File: config.mk
export PLATFORM = sky130hd
export DESIGN_NAME = layer_mixer
export DESIGN_NICKNAME = d
export VERILOG_FILES = /design/src/design/exerion_pkg.sv /design/src/design/rom_table.sv /design/src/design/layer_mixer.sv
export SDC_FILE = /design/constraint.sdc
export NUM_CORES = 1
export LEC_CHECK = 0
export BUFFER_PORTS_ARGS = -buffer_cell sky130_fd_sc_hd__buf_2
export CORE_MARGIN = 5
export CORE_UTILIZATION = 40
export DETAILED_ROUTE_END_ITERATION = 16
export PLACE_DENSITY = 0.56
export SETUP_SLACK_MARGIN = 0.1
export SYNTH_ARGS = -nofsm -noshare
export SYNTH_HDL_FRONTEND = slang
export SYNTH_SLANG_ARGS = --single-unit
File: constraint.sdc
create_clock -name clk2_6MHZ -period 6.45 [get_ports clk2_6MHZ]
set_input_delay 0.645 -clock clk2_6MHZ [delete_from_list [all_inputs] [get_ports clk2_6MHZ]]
set_output_delay 0.645 -clock clk2_6MHZ [all_outputs]
set_load 0.005 [all_outputs]
File: src/design/exerion_pkg.sv
// exerion video core definitions
package exerion_pkg;

	// ==================================================
	// types
	// ==================================================
	typedef logic [8:0]  pix_h_t;      // horizontal count, 88..511
	typedef logic [7:0]  pix_v_t;      // vertical count, full 8 bit wrap
	typedef logic [15:0] cpu_addr_t;
	typedef logic [7:0]  byte_t;
	typedef logic [3:0]  color_idx_t;  // zero is transparent
	typedef logic [4:0]  pal_addr_t;   // 32 entry colour prom
	typedef logic [15:0] dn_addr_t;
	typedef logic [10:0] vram_addr_t;

	// colour prom byte as it leaves the board
	typedef struct packed {
		logic [1:0] blue;
		logic [2:0] green;
		logic [2:0] red;
	} rgb_t;

	// ==================================================
	// raster
	// ==================================================
	localparam pix_h_t H_FIRST   = 9'd88;
	localparam pix_h_t H_LAST    = 9'd511;
	localparam pix_h_t HBLANK_LO = 9'd107;   // first visible pixel
	localparam pix_h_t HBLANK_HI = 9'd428;   // last visible pixel
	localparam pix_v_t VBLANK_LO = 8'd16;
	localparam pix_v_t VBLANK_HI = 8'd239;
	localparam pix_h_t HSYNC_LO  = 9'd464;
	localparam pix_h_t HSYNC_HI  = 9'd479;
	localparam pix_v_t VSYNC_LO  = 8'd248;
	localparam pix_v_t VSYNC_HI  = 8'd251;
	localparam int     PIX_LAT   = 5;        // counters to rgb
	localparam int     FG_LAT    = 3;        // counters to fg index

	// ==================================================
	// cpu address map, 2k pages
	// ==================================================
	localparam int        PAGE_LSB  = 11;
	localparam cpu_addr_t VRAM_BASE = 16'h8000;
	localparam cpu_addr_t IN1_ADDR  = 16'hA000;  // controls
	localparam cpu_addr_t IN2_ADDR  = 16'hA800;  // dip 1
	localparam cpu_addr_t IN3_ADDR  = 16'hB000;  // status
	localparam cpu_addr_t CTRL_ADDR = 16'hC000;

	// download windows
	localparam dn_addr_t DN_CHAR_BASE    = 16'h0000;
	localparam int       DN_CHAR_SIZE    = 8192;
	localparam dn_addr_t DN_FGPROM_BASE  = 16'h2000;
	localparam int       DN_FGPROM_SIZE  = 256;   // low nibble used
	localparam dn_addr_t DN_COLPROM_BASE = 16'h2100;
	localparam int       DN_COLPROM_SIZE = 32;

	// c000 latch bits
	localparam int CTRL_FLIP      = 0;
	localparam int CTRL_PAL_A6    = 1;
	localparam int CTRL_PAL_A7    = 2;
	localparam int CTRL_CHAR_BANK = 3;
	localparam int CTRL_W         = 4;

endpackage

File: src/design/rom_table.sv
// downloadable lookup rom
`timescale 1ns/1ps

module rom_table #(
	parameter exerion_pkg::dn_addr_t BASE  = 16'h0000,
	parameter int                    DEPTH = 256
) (
	input  logic                     clk2_6MHZ,
	input  exerion_pkg::dn_addr_t    dn_addr_i,
	input  exerion_pkg::byte_t       dn_data_i,
	input  logic                     dn_wr_i,
	input  logic [$clog2(DEPTH)-1:0] rd_addr_i,
	output exerion_pkg::byte_t       q_o
);
	import exerion_pkg::*;

	localparam int AW = $clog2(DEPTH);

	byte_t    mem [DEPTH];
	dn_addr_t dn_off;
	logic     dn_hit;

	// own window of the download space
	assign dn_off = dn_addr_i - BASE;
	assign dn_hit = dn_wr_i && (dn_addr_i >= BASE) && (int'(dn_off) < DEPTH);

	always_ff @(posedge clk2_6MHZ) begin
		if (dn_hit)
			mem[dn_off[AW-1:0]] <= dn_data_i;
		q_o <= mem[rd_addr_i];   // registered read, one clock
	end

endmodule

File: src/design/layer_mixer.sv
// layer priority mixer and colour prom
`timescale 1ns/1ps

module layer_mixer (
	input  logic                    clk2_6MHZ,
	input  logic                    RAMB,
	input  exerion_pkg::color_idx_t fg_idx_i,
	input  exerion_pkg::color_idx_t sprite_idx_i,
	input  exerion_pkg::color_idx_t bg_idx_i,
	input  logic                    hblank_i,
	input  logic                    vblank_i,
	input  exerion_pkg::dn_addr_t   dn_addr_i,
	input  exerion_pkg::byte_t      dn_data_i,
	input  logic                    dn_wr_i,
	output exerion_pkg::rgb_t       rgb_o
);
	import exerion_pkg::*;

	pal_addr_t  pal_addr;
	byte_t      col_q;
	logic [1:0] live_q;   // mute until pipe has filled

	// fg over sprites over background, upper half of prom for fg and sprites
	always_ff @(posedge clk2_6MHZ or negedge RAMB) begin
		if (!RAMB)
			pal_addr <= '0;
		else if (hblank_i || vblank_i)
			pal_addr <= '0;
		else if (fg_idx_i != '0)
			pal_addr <= {1'b1, fg_idx_i};
		else if (sprite_idx_i != '0)
			pal_addr <= {1'b1, sprite_idx_i};
		else
			pal_addr <= {1'b0, bg_idx_i};   // bg 0 lands on entry 0
	end

	rom_table #(
		.BASE  (DN_COLPROM_BASE),
		.DEPTH (DN_COLPROM_SIZE)
	) u_col_prom (
		.clk2_6MHZ (clk2_6MHZ),
		.dn_addr_i (dn_addr_i),
		.dn_data_i (dn_data_i),
		.dn_wr_i   (dn_wr_i),
		.rd_addr_i (pal_addr),
		.q_o       (col_q)
	);

	always_ff @(posedge clk2_6MHZ or negedge RAMB) begin
		if (!RAMB)
			live_q <= '0;
		else
			live_q <= {live_q[0], 1'b1};
	end

	assign rgb_o = live_q[1] ? rgb_t'(col_q) : '0;   // bbgggrrr

endmodule

==> results.txt, run 1 <==
In this run the power density over the cells is 303.7 nW/um^2. Counting I/O delays and the setup requirement, the final critical path takes 3218 ps. Setup repair after global routing left no endpoint under its margin. For this block, the via count after detailed routing is 4,855. The number of global-route vias before repair is 5,035.

The period utilization is 0.4990. The highest-delay cell along the critical path is nor3_1. The cell count after synthesis came out at 456.

The filler cells instantiated in the layout total 2,136. The final count of pins violating max slew came out at 0. The violation count after the first detailed-route iteration is 579. The starting utilization of the core area is 0.4028.

Post-CTS repair changed the size of 0 cells. The share of cells above drive strength 1 works out to 0.3517. The tools report the relative slew slack as 0.1517. Global-route congestion overflow total: 0. The synthesized design contains 271 register bits. Max-cap violations in this run came to 0. The count of nets left with antenna violations once routing finished came out at 0. The fraction of the mapped netlist area in adder cells came out at 0. The maximum cell stage delay along the critical path was 1320 ps.

The logs give 1 for the maximum level of the CTS H-tree and 540 ps for the insertion delay of the later-clocked pin in the worst-skew pair. After clock tree synthesis, the clock-pin slew on the worst setup and hold paths is 60 ps. The startpoint kind of the worst setup timing path is a primary input. The final-report hold violation count was 0. For this design the static power due to leakage is 3.682 nW. For the summed negative setup slack over all endpoints, the log shows 0 ps. Setup slack on the critical path of the routed design comes to 3232 ps.

The number of warnings printed during yosys synthesis was 0; the weighted congestion reported at the end of routability-driven placement was 0.7674. STA puts the critical path data arrival time at 3360 ps. The clock tree buffer depth was 3; the vias per cell was 5.530. The total global routing track utilization is 0.1508. The tools report the number of antenna violations at the first check in global routing as 0. Routing usage on met2: 0.2284.

The commonest non-fill, non-tap cell in the layout is edfxtp_1. The synthesized-area fraction occupied by ao, oa, aoi and oai cells was 0.004316; the CTS buffer count was 28. After detailed routing, the number of remaining DRC violations is 0. The xor/xnor cell area share of the yosys netlist was 0. The count of buffers added on input and output ports is 48.

In this run the clock root is driven by a clkbuf_16. The relative area change from synthesis to final layout works out to 14.67%. IR analysis of the VDD net gives a maximum drop of 0.2380 mV. At the pin with the least slew margin, the transition time is 1263 ps. The worst hold path belongs to the class flip-flop to flip-flop. The endpoint class of the critical path was a flip-flop. The data required time of the worst path was 6590 ps; the peak clock frequency supported by timing was 0.3107 GHz. The overall die height is 171.5 um, and the half-perimeter wire length of the detailed placement result is 13.69 mm. In the layout the commonest cells are 256 x edfxtp_1, 80 x mux4_2, 48 x buf_2. In the final routed layout, each cell accounts on average for 24.70 um.

From left edge to right edge, the die measures 171.5 um. The clock arrives with 14.09 ps of skew. The fraction of synthesized area in multiplexers was 0.1813.

The worst setup path is of the primary input to flip-flop kind. In the final design database the tool counted 563 nets. The number of sinks driven by the clock tree came out at 271. Most frequently used flop master after synthesis: edfxtp_1. Of all nets on the critical path, the largest fanout is 16.

Walking the worst path, the cells encountered are buf_2, nor4b_1, nand4b_1, nor3_1. The fraction of registers with async set/reset was 0.02583. Counting distinct cell types in the post-synthesis netlist gives 26. The global routing stage identified its most utilized layer as met1. The run finished with clean final reports. The pre-antenna-repair detailed-routing pass consisted of 5 iterations. For the part of the Yosys area used for sequential elements, the log shows 0.7687.

Counting every net in the synthesized netlist gives 497. The tools report the global-route track usage on met3 as 0.02551. The total of hold buffers inserted after clock tree synthesis came out at 1. 0 antenna diodes ended up in the layout.

Wires add up to 21.69 mm. TritonCTS built the clock tree. The average size of a mapped cell came out at 22.89 um^2. Summing every instance area after synthesis gives 10,440 um^2.

The first global-routing pass estimated 32.87 mm of wire. The core region is 25,910 um^2. Before CTS, the worst setup slack after placement is 2694 ps. The met1 track utilization from global routing is 0.2328. The final design utilization was 0.4619; the number of placed I/O pins was 49.

The die covers 29,420 um^2. The synthesized design contains 256 enable-type register cells. The number of endpoints failing setup at the final stage was 0; the floorplan row count was 59. The run gives 0 as the post-CTS setup-driven buffer insertion count. The area fraction in and, or, nand and nor cells after synthesis came out at 0.03333. By area, the combinational part of the netlist is dominated by multiplexers.

Largest net degree at the start of global routing: 65.
routing by layer:
metal,routed length [um],vias to the layer above
li1,-,2075
met1,9861,2581
met2,10130,179
met3,1452,20
met4,247,0
met5,0,-
per-stage QoR:
| step | cells | hold slack, ps | instance area, um^2 | total power, mW |
|---|---|---|---|---|
| 3_3_place_gp | 826 | 339.1 | 11060 | 2.121 |
| 4_1_cts | 878 | 344.6 | 11970 | 3.673 |
| 6_report | 878 | 350.0 | 11970 | 3.634 |
| 3_5_place_dp | 826 | 342.6 | 11060 | 2.123 |
| 5_1_grt | 878 | 353.3 | 11970 | 3.760 |
| 2_1_floorplan | 456 | 331.2 | 10440 | 2.050 |
worst max-delay path, delay by kind of cell:
family	cells	cell delay [ps]
simple gates	3	2610
buf+inv	1	100
synth_stat cells (all sizes together) (2+ instances only):
cell    number  area [um^2]
a21oi        9        45.04
edfxtp     256         7687
dfxtp        8        160.2
nor2         2        7.510
nor4         2        12.51
buf         16        91.33
nand3b       3        22.52
nand2        2        7.510
nor4b        3        26.28
mux4        80         1802
clkbuf       8        30.03
and2         8        50.05
nand3        5        25.02
mux2         8        90.09
dfrtp        7        175.2
nor3        32        160.2
worst paths after layout:
kind / slack (ps) / startpoint / to / cells past startpoint
worst max-delay path: 3230 / dn_addr_i[6] / u_col_prom.mem[22][7] / 4
worst min-delay path: 350 / live_q[0] / live_q[1] / 0
worst max register to register: 3330 / pal_addr[0] / u_col_prom.q_o[7] / 4
worst min register to register: 350 / live_q[0] / live_q[1] / 0
max in group asynchronous: 5800 / RAMB / pal_addr[0] / 2
min in group asynchronous: 470 / RAMB / pal_addr[1] / 2
sequential cells by signal (all words and copies together) (netlist names):
| register | count |
|---|---|
| u_col_prom.mem | 256 |
| u_col_prom.q_o | 8 |
| live_q | 2 |
| pal_addr | 5 |
where the power goes:
group	internal [mW]	total (mW)	leakage (nW)	switching (mW)
Combinational	0.0618	0.140	0.789	0.0778
Sequential	1.93	1.94	2.45	0.0116
Clock	0.919	1.55	0.439	0.633
Total	2.91	3.63	3.68	0.722
logic make-up (layout without fill, tap and decap cells):
| group | count (synthesis) | in the layout |
|---|---|---|
| flops | 271 | 271 |
| mux | 88 | 88 |
| simple gates | 62 | 62 |
| buf+inv | 25 | 112 |
| compound gates | 9 | 9 |
| other cells | 1 | 1 |
cell type report:
class	instances	area, um^2	area share
clock buffers	36	772.0	0.06451
clock inverters	15	123.9	0.01035
inverters	1	3.754	0.0003136
multi-input cells	160	2288	0.1912
flip-flops and latches	271	8028	0.6708
well taps	335	419.2	0.03502
repair buffers	60	332.8	0.02781
Note: power is estimated with default switching activity, not from simulation.
==> run 2: changes to the inputs <==
--- a/config.mk
+++ b/config.mk
@@ -5,11 +5,12 @@
 export SDC_FILE = /design/constraint.sdc
 export NUM_CORES = 1
 export LEC_CHECK = 0
+export ABC_AREA = 1
 export BUFFER_PORTS_ARGS = -buffer_cell sky130_fd_sc_hd__buf_2
 export CORE_MARGIN = 5
 export CORE_UTILIZATION = 40
 export DETAILED_ROUTE_END_ITERATION = 16
-export PLACE_DENSITY = 0.56
+export PLACE_DENSITY = 0.58
 export SETUP_SLACK_MARGIN = 0.1
 export SYNTH_ARGS = -nofsm -noshare
 export SYNTH_HDL_FRONTEND = slang
==> constraint.sdc (replaced) <==
create_clock -name clk2_6MHZ -period 2.6 [get_ports clk2_6MHZ]
set_input_delay 0.26 -clock clk2_6MHZ [delete_from_list [all_inputs] [get_ports clk2_6MHZ]]
set_output_delay 0.26 -clock clk2_6MHZ [all_outputs]
set_load 0.005 [all_outputs]
==> results.txt, run 2 <==
The detailed-route DRC error count was 0 (unchanged). The routed wire length is 25.52 mm (was 21.69 mm), and the floorplan row count is 61 (was 59). Maximum net fanout on the critical path: 55 (was 16). The logs give 15.77 mm (was 13.69 mm) for the half-perimeter wire length of the detailed placement result and 27 (was 28) for the CTS buffer count.

Relative area change from synthesis to final layout: 15.15% (was 14.67%). The number of global-route vias before repair came out at 6,912 (was 5,035). Commonest non-fill, non-tap cell in the layout: nand2_1 (was edfxtp_1). The data required time of the worst path is 3020 ps (was 6590 ps), and the number of port buffers is 48 (unchanged). The max-capacitance violation count is 0 (unchanged), and the xor/xnor cell area share of the yosys netlist is 0 (unchanged).

The actual transition at the worst max-transition pin is 791.9 ps (was 1263 ps), and the number of antenna cells inserted is 0 (unchanged). For the final design utilization, the log shows 0.4633 (was 0.4619). Floorplan die area: 31,220 um^2 (was 29,420 um^2). The tools report the violation count after the first detailed-route iteration as 589 (was 579). The run gives 0.4721 (was 0.1517) as the relative slew slack. The number of cell instances on the worst register-to-register path came out at 10 (was 4).

The period utilization came out at 0.7392. The fraction of registers with async set/reset came out at 0.02583 (unchanged). The flip-flop count of the largest register, all copies and words added was 256 (unchanged); the count of state elements after synthesis was 271 (unchanged). Most frequent cell after synthesis: nand2_1 (was edfxtp_1). The register clock-pin slew on the reported worst setup and hold paths is 60 ps (about the same). The starting utilization of the core area is 0.4023 (was 0.4028), and the number of warnings printed during yosys synthesis is 0 (unchanged). The run gives 1,026 (was 497) as the net count after synthesis.

The average size of a mapped cell came out at 11.28 um^2 (was 22.89 um^2). The vias per cell was 4.873 (was 5.530); the part of the Yosys area used for sequential elements was 0.7217 (was 0.7687). For the met2 layer wire length in the routed design, the log shows 11.99 mm (was 10.13 mm). The worst reg2reg path startpoint is pal_addr[0] (unchanged). The standby leakage power was 4.896 nW (was 3.682 nW); the fraction of synthesized area in multiplexers was 0 (was 0.1813).

The tools report the total met3 wirelength after detailed routing as 1.361 mm (was 1.452 mm). The logs give 2340 ps (was 3360 ps) for the critical path arrival and 3 (unchanged) for the clock tree buffer depth. The logs give 0 (unchanged) for the post-CTS setup-driven buffer insertion count and 0 (unchanged) for the post-route antenna net violation count.

Number of nets in the finished design: 1,098 (was 563). The run gives 11,960 um^2 (was 11,060 um^2) as the placed instance area. Total global routing track utilization: 0.1646 (was 0.1508).

The weighted congestion reported at the end of routability-driven placement came out at 0.8007 (was 0.7674). The library cell with the largest summed area after synthesis is edfxtp_1 (unchanged). Subtracting the final worst setup slack from the clock period gives 1922 ps. For the total non-filler cell area in the finished layout, the log shows 12,800 um^2 (was 11,970 um^2).

The total power divided by cell area was 689.4 nW/um^2 (was 303.7 nW/um^2). The share of cells above drive strength 1 works out to 0.1300 (was 0.3517). The routed length on met1 was 11.85 mm (was 9.861 mm). Highest metal layer with signal wires: met4 (unchanged). The logs give 7.199 ps (was 350.0 ps) for the worst hold slack across all endpoints and 680 ps (was 3330 ps) for the setup slack of the worst register-to-register path. The area fraction in and, or, nand and nor cells after synthesis works out to 0.2427 (was 0.03333).

The logs give 0 (unchanged) for the number of endpoints failing setup at the final stage and 0 (unchanged) for the final count of pins violating max slew. For the number of sinks driven by the clock tree, the log shows 271 (unchanged). TritonCTS built the clock tree. The die boundary width was 176.7 um (was 171.5 um); the number of optimization iterations in the first detailed-route pass was 5 (unchanged). The number of placed I/O pins came out at 49 (unchanged). The post-detailed-route wirelength per cell is 17.54 um (was 24.70 um), and the largest net degree at the start of global routing is 129 (was 65). The global-route wire length before repair is 39.76 mm (was 32.87 mm). End of the worst register-to-register path: u_col_prom.q_o[4] (was u_col_prom.q_o[7]).

The most frequently used flop master after synthesis is edfxtp_1 (unchanged). The placed instance count is 1,402 (was 826). Commonest cells in the netlist: 373 x nand2_1, 256 x edfxtp_1, 192 x nand3_1 (was 256 x edfxtp_1, 80 x mux4_2, 32 x nor3_1). The largest vdd supply drop was 0.3108 mV (was 0.2380 mV); the overall die height was 176.7 um (was 171.5 um). The tools report the insertion delay of the later-clocked pin in the worst-skew pair as 520 ps (was 540 ps). Area contributors post-synth: edfxtp_1 69%, nand2_1 13%, nand3_1 8.6% (was edfxtp_1 74%, mux4_2 17%, dfrtp_1 1.7%). Startpoint kind of the worst setup timing path: a flip-flop (was a primary input). The global-route congestion overflow total is 0 (unchanged). The fraction of the mapped netlist area in adder cells works out to 0 (unchanged). The flow ran to the end, and the final reports show no timing, DRC or antenna violations. The final setup skew is 12.76 ps (was 14.09 ps). The share of Yosys cell area claimed by the top area cell type is 0.6916 (was 0.7366). The clock root buffer master is clkbuf_16 (unchanged). The placeable core region was 27,630 um^2 (was 25,910 um^2). The run gives 1 (unchanged) as the maximum level of the CTS H-tree.

The synthesized-area fraction occupied by ao, oa, aoi and oai cells was 0.003602 (was 0.004316); the count of flip-flops with a built-in enable after synthesis was 256 (unchanged). The tools report the number of distinct library cell variants in the gate-level netlist after synthesis as 21 (was 26). Post-synth design cell area: 11,120 um^2 (was 10,440 um^2). The worst setup path category was flip-flop to flip-flop (was primary input to flip-flop).

The run gives 1,455 (was 878) as the post-route non-filler standard cell count. The run gives 985 (was 456) as the synthesized instance count. The tools report the endpoint class of the critical path as a flip-flop (unchanged). Commonest cells after routing, fill and taps aside: 373 x nand2_1, 256 x edfxtp_1, 192 x nand3_1 (was 256 x edfxtp_1, 80 x mux4_2, 48 x buf_2).

The end point of the most critical hold path was pal_addr[3] (was live_q[1]). The summed negative setup slack over all endpoints is 0 ps (unchanged), and the depth of the worst hold-timing path is 3 (was 0). The final-report hold violation count is 0 (unchanged), and the peak clock frequency supported by timing is 0.5203 GHz. The combinational family with the most area after synthesis was simple AND/OR/NAND/NOR gates (was multiplexers). For the number of antenna violations at the first check in global routing, the log shows 0 (unchanged). The class of the tightest hold or removal check was primary input to flip-flop (was flip-flop to flip-flop). The tools report the origin of the worst min-delay path as bg_idx_i[3] (was live_q[0]). For the routed via count, the log shows 7,090 (was 4,855). Setup repair after global routing left no endpoint under its margin.
run 2: kinds of logic after synthesis:
| group | after synthesis |
|---|---|
| AOI/OAI and AO/OA | 8 |
| buffers and inverters | 82 |
| DFF | 271 |
| other | 1 |
| and+or+nand+nor | 623 |
run 2: layout make-up:
cell class / instances / area, um^2
multi-input cells: 632 / 2741
inverters: 29 / 110.1
flip-flops and latches: 271 / 8028
fillers: 2605 / 14830
repair buffers: 96 / 648.1
clock buffers: 36 / 719.4
well taps: 378 / 473.0
clock inverters: 13 / 80.08
run 2: critical path: stages, from the launching register on:
cell	delay [ps]
dfrtp_4	430
clkinv_2	330
buf_12	320
nand2_1	100
nand3_1	150
nand3_1	140
nand2_1	60
nand2_1	60
nand2_1	50
nand2_1	70
nand2_1	50
run 2: worst max-delay path by stage:
stage                              from                    end  cells after the start
after floorplan           dn_addr_i[11]   u_col_prom.mem[0][0]                      4
after global placement    dn_addr_i[11]  u_col_prom.mem[12][6]                      5
after detailed placement  dn_addr_i[11]  u_col_prom.mem[14][4]                      5
after CTS                   pal_addr[0]      u_col_prom.q_o[2]                     10
after global routing        pal_addr[0]      u_col_prom.q_o[2]                     10
final                       pal_addr[0]      u_col_prom.q_o[4]                     10
run 2: what timing repair did:
item                                   CTS  global route
endpoints found under the hold margin   10             0
hold buffers                             4             0
setup endpoints to repair                0             0
gates resized for setup                  0             0
run 2: metal layers:
metal | up-vias | track usage
met5 | - | 0
met4 | 0 | 0.03256
met3 | 23 | 0.02435
met2 | 169 | 0.2698
met1 | 3369 | 0.2370
li1 | 3529 | -
run 2: per-stage QoR:
stage          power (mW)  setup slack, ps
4_1_cts             8.897            668.6
6_report            8.824            678.2
3_3_place_gp        5.387            445.8
2_1_floorplan       5.150            759.8
5_1_grt             9.124            470.9
3_5_place_dp        5.391            351.9
run 2: power breakdown:
group          total, mW  leakage [nW]  internal, mW  switching (mW)
clock               3.53         0.392          2.03            1.50
combinational      0.481          2.05         0.137           0.344
sequential          4.81          2.45          4.79          0.0212
total               8.82          4.90          6.96            1.87
==> run 3: changes to the inputs <==
--- a/config.mk
+++ b/config.mk
@@ -10,7 +10,7 @@
 export CORE_MARGIN = 5
 export CORE_UTILIZATION = 40
 export DETAILED_ROUTE_END_ITERATION = 16
-export PLACE_DENSITY = 0.58
+export PLACE_DENSITY = 0.56
 export SETUP_SLACK_MARGIN = 0.1
 export SYNTH_ARGS = -nofsm -noshare
 export SYNTH_HDL_FRONTEND = slang
==> constraint.sdc (replaced) <==
create_clock -name clk2_6MHZ -period 2 [get_ports clk2_6MHZ]
set_input_delay 0.2 -clock clk2_6MHZ [delete_from_list [all_inputs] [get_ports clk2_6MHZ]]
set_output_delay 0.2 -clock clk2_6MHZ [all_outputs]
set_load 0.005 [all_outputs]
==> results.txt, run 3 (synthesis gave the netlist of run 2 again) <==
The flow ran to the end, and the final reports show no timing, DRC or antenna violations. The vias per cell was 5.034 (was 4.873); the final count of pins violating max slew was 0 (unchanged). The run gives 0.1815 (was 0.1646) as the total global routing track utilization. The logs give 27,630 um^2 (unchanged) for the placeable core region and 31,220 um^2 (unchanged) for the floorplan die area.

The detailed-route DRC error count was 0 (unchanged). The floorplan row count came out at 61 (unchanged). For the sequential share of power, the log shows 0.519 (was 0.546).

The worst setup path category is primary input to flip-flop (was flip-flop to flip-flop). For the peak clock frequency supported by timing, the log shows 0.5675 GHz. Class of the tightest hold or removal check: primary input to async pin (was primary input to flip-flop). The number of placed I/O pins was 49 (unchanged). Maximum level of the CTS H-tree: 1 (unchanged). Source of the critical timing path: bg_idx_i[0] (was pal_addr[0]). TritonCTS built the clock tree. The final-report hold violation count is 0 (unchanged). The routed wire length is 28.30 mm (was 25.52 mm). The critical path arrival was 2180 ps (was 2340 ps). The overall die height works out to 176.7 um (unchanged).

For the worst hold slack across all endpoints, the log shows 22.99 ps (was 7.199 ps). Number of antenna violations at the first check in global routing: 0 (unchanged). For the combinational power share, the log shows 0.059 (was 0.055). The die boundary width works out to 176.7 um (unchanged). For the data required time of the worst path, the log shows 2420 ps (was 3020 ps). The largest net degree at the start of global routing is 65 (was 129). The insertion delay of the later-clocked pin in the worst-skew pair was 530 ps (was 520 ps). Commonest cells after routing, fill and taps aside: 373 x nand2_1, 256 x edfxtp_1, 192 x nand3_1 (unchanged). The tools report the routed via count as 7,446 (was 7,090). The worst reg2reg path startpoint is pal_addr[0] (unchanged). The run gives 0.4023 (unchanged) as the starting utilization of the core area. Share of cells above drive strength 1: 0.1480 (was 0.1300).

The final setup skew was 8.951 ps (was 12.76 ps); the number of cell instances on the worst register-to-register path was 10 (unchanged). For the number of nets in the finished design, the log shows 1,121 (was 1,098). The logs give 3 (unchanged) for the clock tree buffer depth and 0 ps (unchanged) for the summed negative setup slack over all endpoints. The global-route congestion overflow total is 0 (unchanged), and the actual transition at the worst max-transition pin is 637.4 ps (was 791.9 ps). Standby leakage power: 5.108 nW (was 4.896 nW).

Internal power consumption: 9.467 mW (was 6.956 mW). The number of endpoints failing setup at the final stage was 0 (unchanged); the global-route wire length before repair was 43.35 mm (was 39.76 mm). The logs give 0 (unchanged) for the post-CTS setup-driven buffer insertion count and 18.35 mm (was 15.77 mm) for the half-perimeter wire length of the detailed placement result. The maximum net fanout on the critical path was 1 (was 55). The total net switching power is 2.572 mW (was 1.868 mW), and the relative area change from synthesis to final layout is 19.01% (was 15.15%). The clock root buffer master is clkbuf_16 (unchanged). Setup repair after global routing left no endpoint under its margin. The run gives 7,223 (was 6,912) as the number of global-route vias before repair. The end of the worst register-to-register path is u_col_prom.q_o[5] (was u_col_prom.q_o[4]).

Register clock-pin slew on the reported worst setup and hold paths: 60 ps (about the same). The weighted congestion reported at the end of routability-driven placement came out at 0.8370 (was 0.8007). The period utilization was 0.8811; the share of power burned in the clock network was 0.422 (was 0.400). The net switching fraction of the power works out to 0.2136 (was 0.2117). The total power divided by cell area is 910.1 nW/um^2 (was 689.4 nW/um^2), and the CTS buffer count is 28 (was 27). The tools report the number of sinks driven by the clock tree as 271 (unchanged).

Max-capacitance violation count: 0 (unchanged). The endpoint class of the critical path was a flip-flop (unchanged). For the number of optimization iterations in the first detailed-route pass, the log shows 5 (unchanged). Relative slew slack: 0.5751 (was 0.4721). The post-route antenna net violation count is 0 (unchanged), and the final critical-path required period is 1762 ps. The commonest non-fill, non-tap cell in the layout was nand2_1 (unchanged). Startpoint kind of the worst setup timing path: a primary input (was a flip-flop). The flip-flop count of the largest register, all copies and words added was 256 (unchanged). The tools report the fill cell instance count of the final layout as 2,547 (was 2,605). The number of port buffers works out to 48 (unchanged). Number of antenna cells inserted: 0 (unchanged). The violation count after the first detailed-route iteration was 790 (was 589); the post-route non-filler standard cell count was 1,479 (was 1,455).

The setup slack of the worst register-to-register path is 240 ps (was 680 ps), and the placed instance count is 1,420 (was 1,402). The tools report the largest vdd supply drop as 0.5228 mV (was 0.3108 mV). The post-detailed-route wirelength per cell was 19.14 um (was 17.54 um).
## run 3: cell count changes in the layout (fill, tap and decap cells not counted), sizes merged
cell	delta
buf	+18
bufinv	+2
clkbuf	-2
dlygate4sd3	+4
inv	+2
## run 3: power by group through the flow
| stage | Sequential, mW | Clock (mW) | Combinational [mW] |
|---|---|---|---|
| final | 6.25 | 5.08 | 0.709 |
| after global placement | 6.37 | 0 | 0.703 |
| after CTS | 6.25 | 5.16 | 0.716 |
| after floorplan | 6.36 | 0 | 0.339 |
| after global routing | 6.25 | 5.40 | 0.787 |
| after detailed placement | 6.37 | 0 | 0.704 |
## run 3: how the worst max path moves through the flow
| stage | to | slack (ps) | depth (start not counted) |
|---|---|---|---|
| 3_3_place_gp | u_col_prom.mem[17][2] | 170 | 7 |
| 4_1_cts | u_col_prom.q_o[5] | 260 | 10 |
| 2_1_floorplan | u_col_prom.mem[0][0] | 220 | 4 |
| 5_1_grt | pal_addr[0] | 130 | 6 |
| 6_report | pal_addr[0] | 240 | 6 |
| 3_5_place_dp | u_col_prom.mem[19][2] | 190 | 7 |
## run 3: layout make-up
cell class	instances	area, um^2	area share
clock buffers	34	744.5	0.05628
flip-flops and latches	271	8028	0.6068
well taps	378	473.0	0.03575
repair buffers	118	973.4	0.07358
multi-input cells	632	2744	0.2074
clock inverters	17	152.6	0.01154
inverters	29	113.9	0.008607
## run 3: timing repair
item,in CTS,in global routing
hold endpoints to repair,11,0
setup endpoints to repair,0,2
hold buffers,8,0
gates resized for setup,0,2
## run 3: metal layers
| metal | part of all wire | GRT usage | vias up |
|---|---|---|---|
| li1 | - | - | 3579 |
| met1 | 0.46 | 0.2634 | 3567 |
| met2 | 0.46 | 0.2837 | 245 |
| met3 | 0.054 | 0.02457 | 55 |
| met4 | 0.029 | 0.06222 | 0 |
| met5 | 0 | 0 | - |
## run 3: critical path: stages
cell	delay, ps
dlygate4sd3_1	540
buf_2	130
a21oi_1	140
dlygate4sd3_1	580
nor2_1	40
dlygate4sd3_1	560
## run 3: stage by stage
stage | worst slack (ps) | util | total power, mW | cell area [um^2]
global placement | 165.4 | 0.4433 | 7.076 | 12250
floorplan | 219.8 | - | 6.695 | 11120
detailed placement | 193.2 | 0.4433 | 7.077 | 12250
finish | 237.9 | 0.4788 | 12.04 | 13230
CTS | 262.2 | 0.4786 | 12.13 | 13220
global route | 132.8 | 0.4788 | 12.44 | 13230
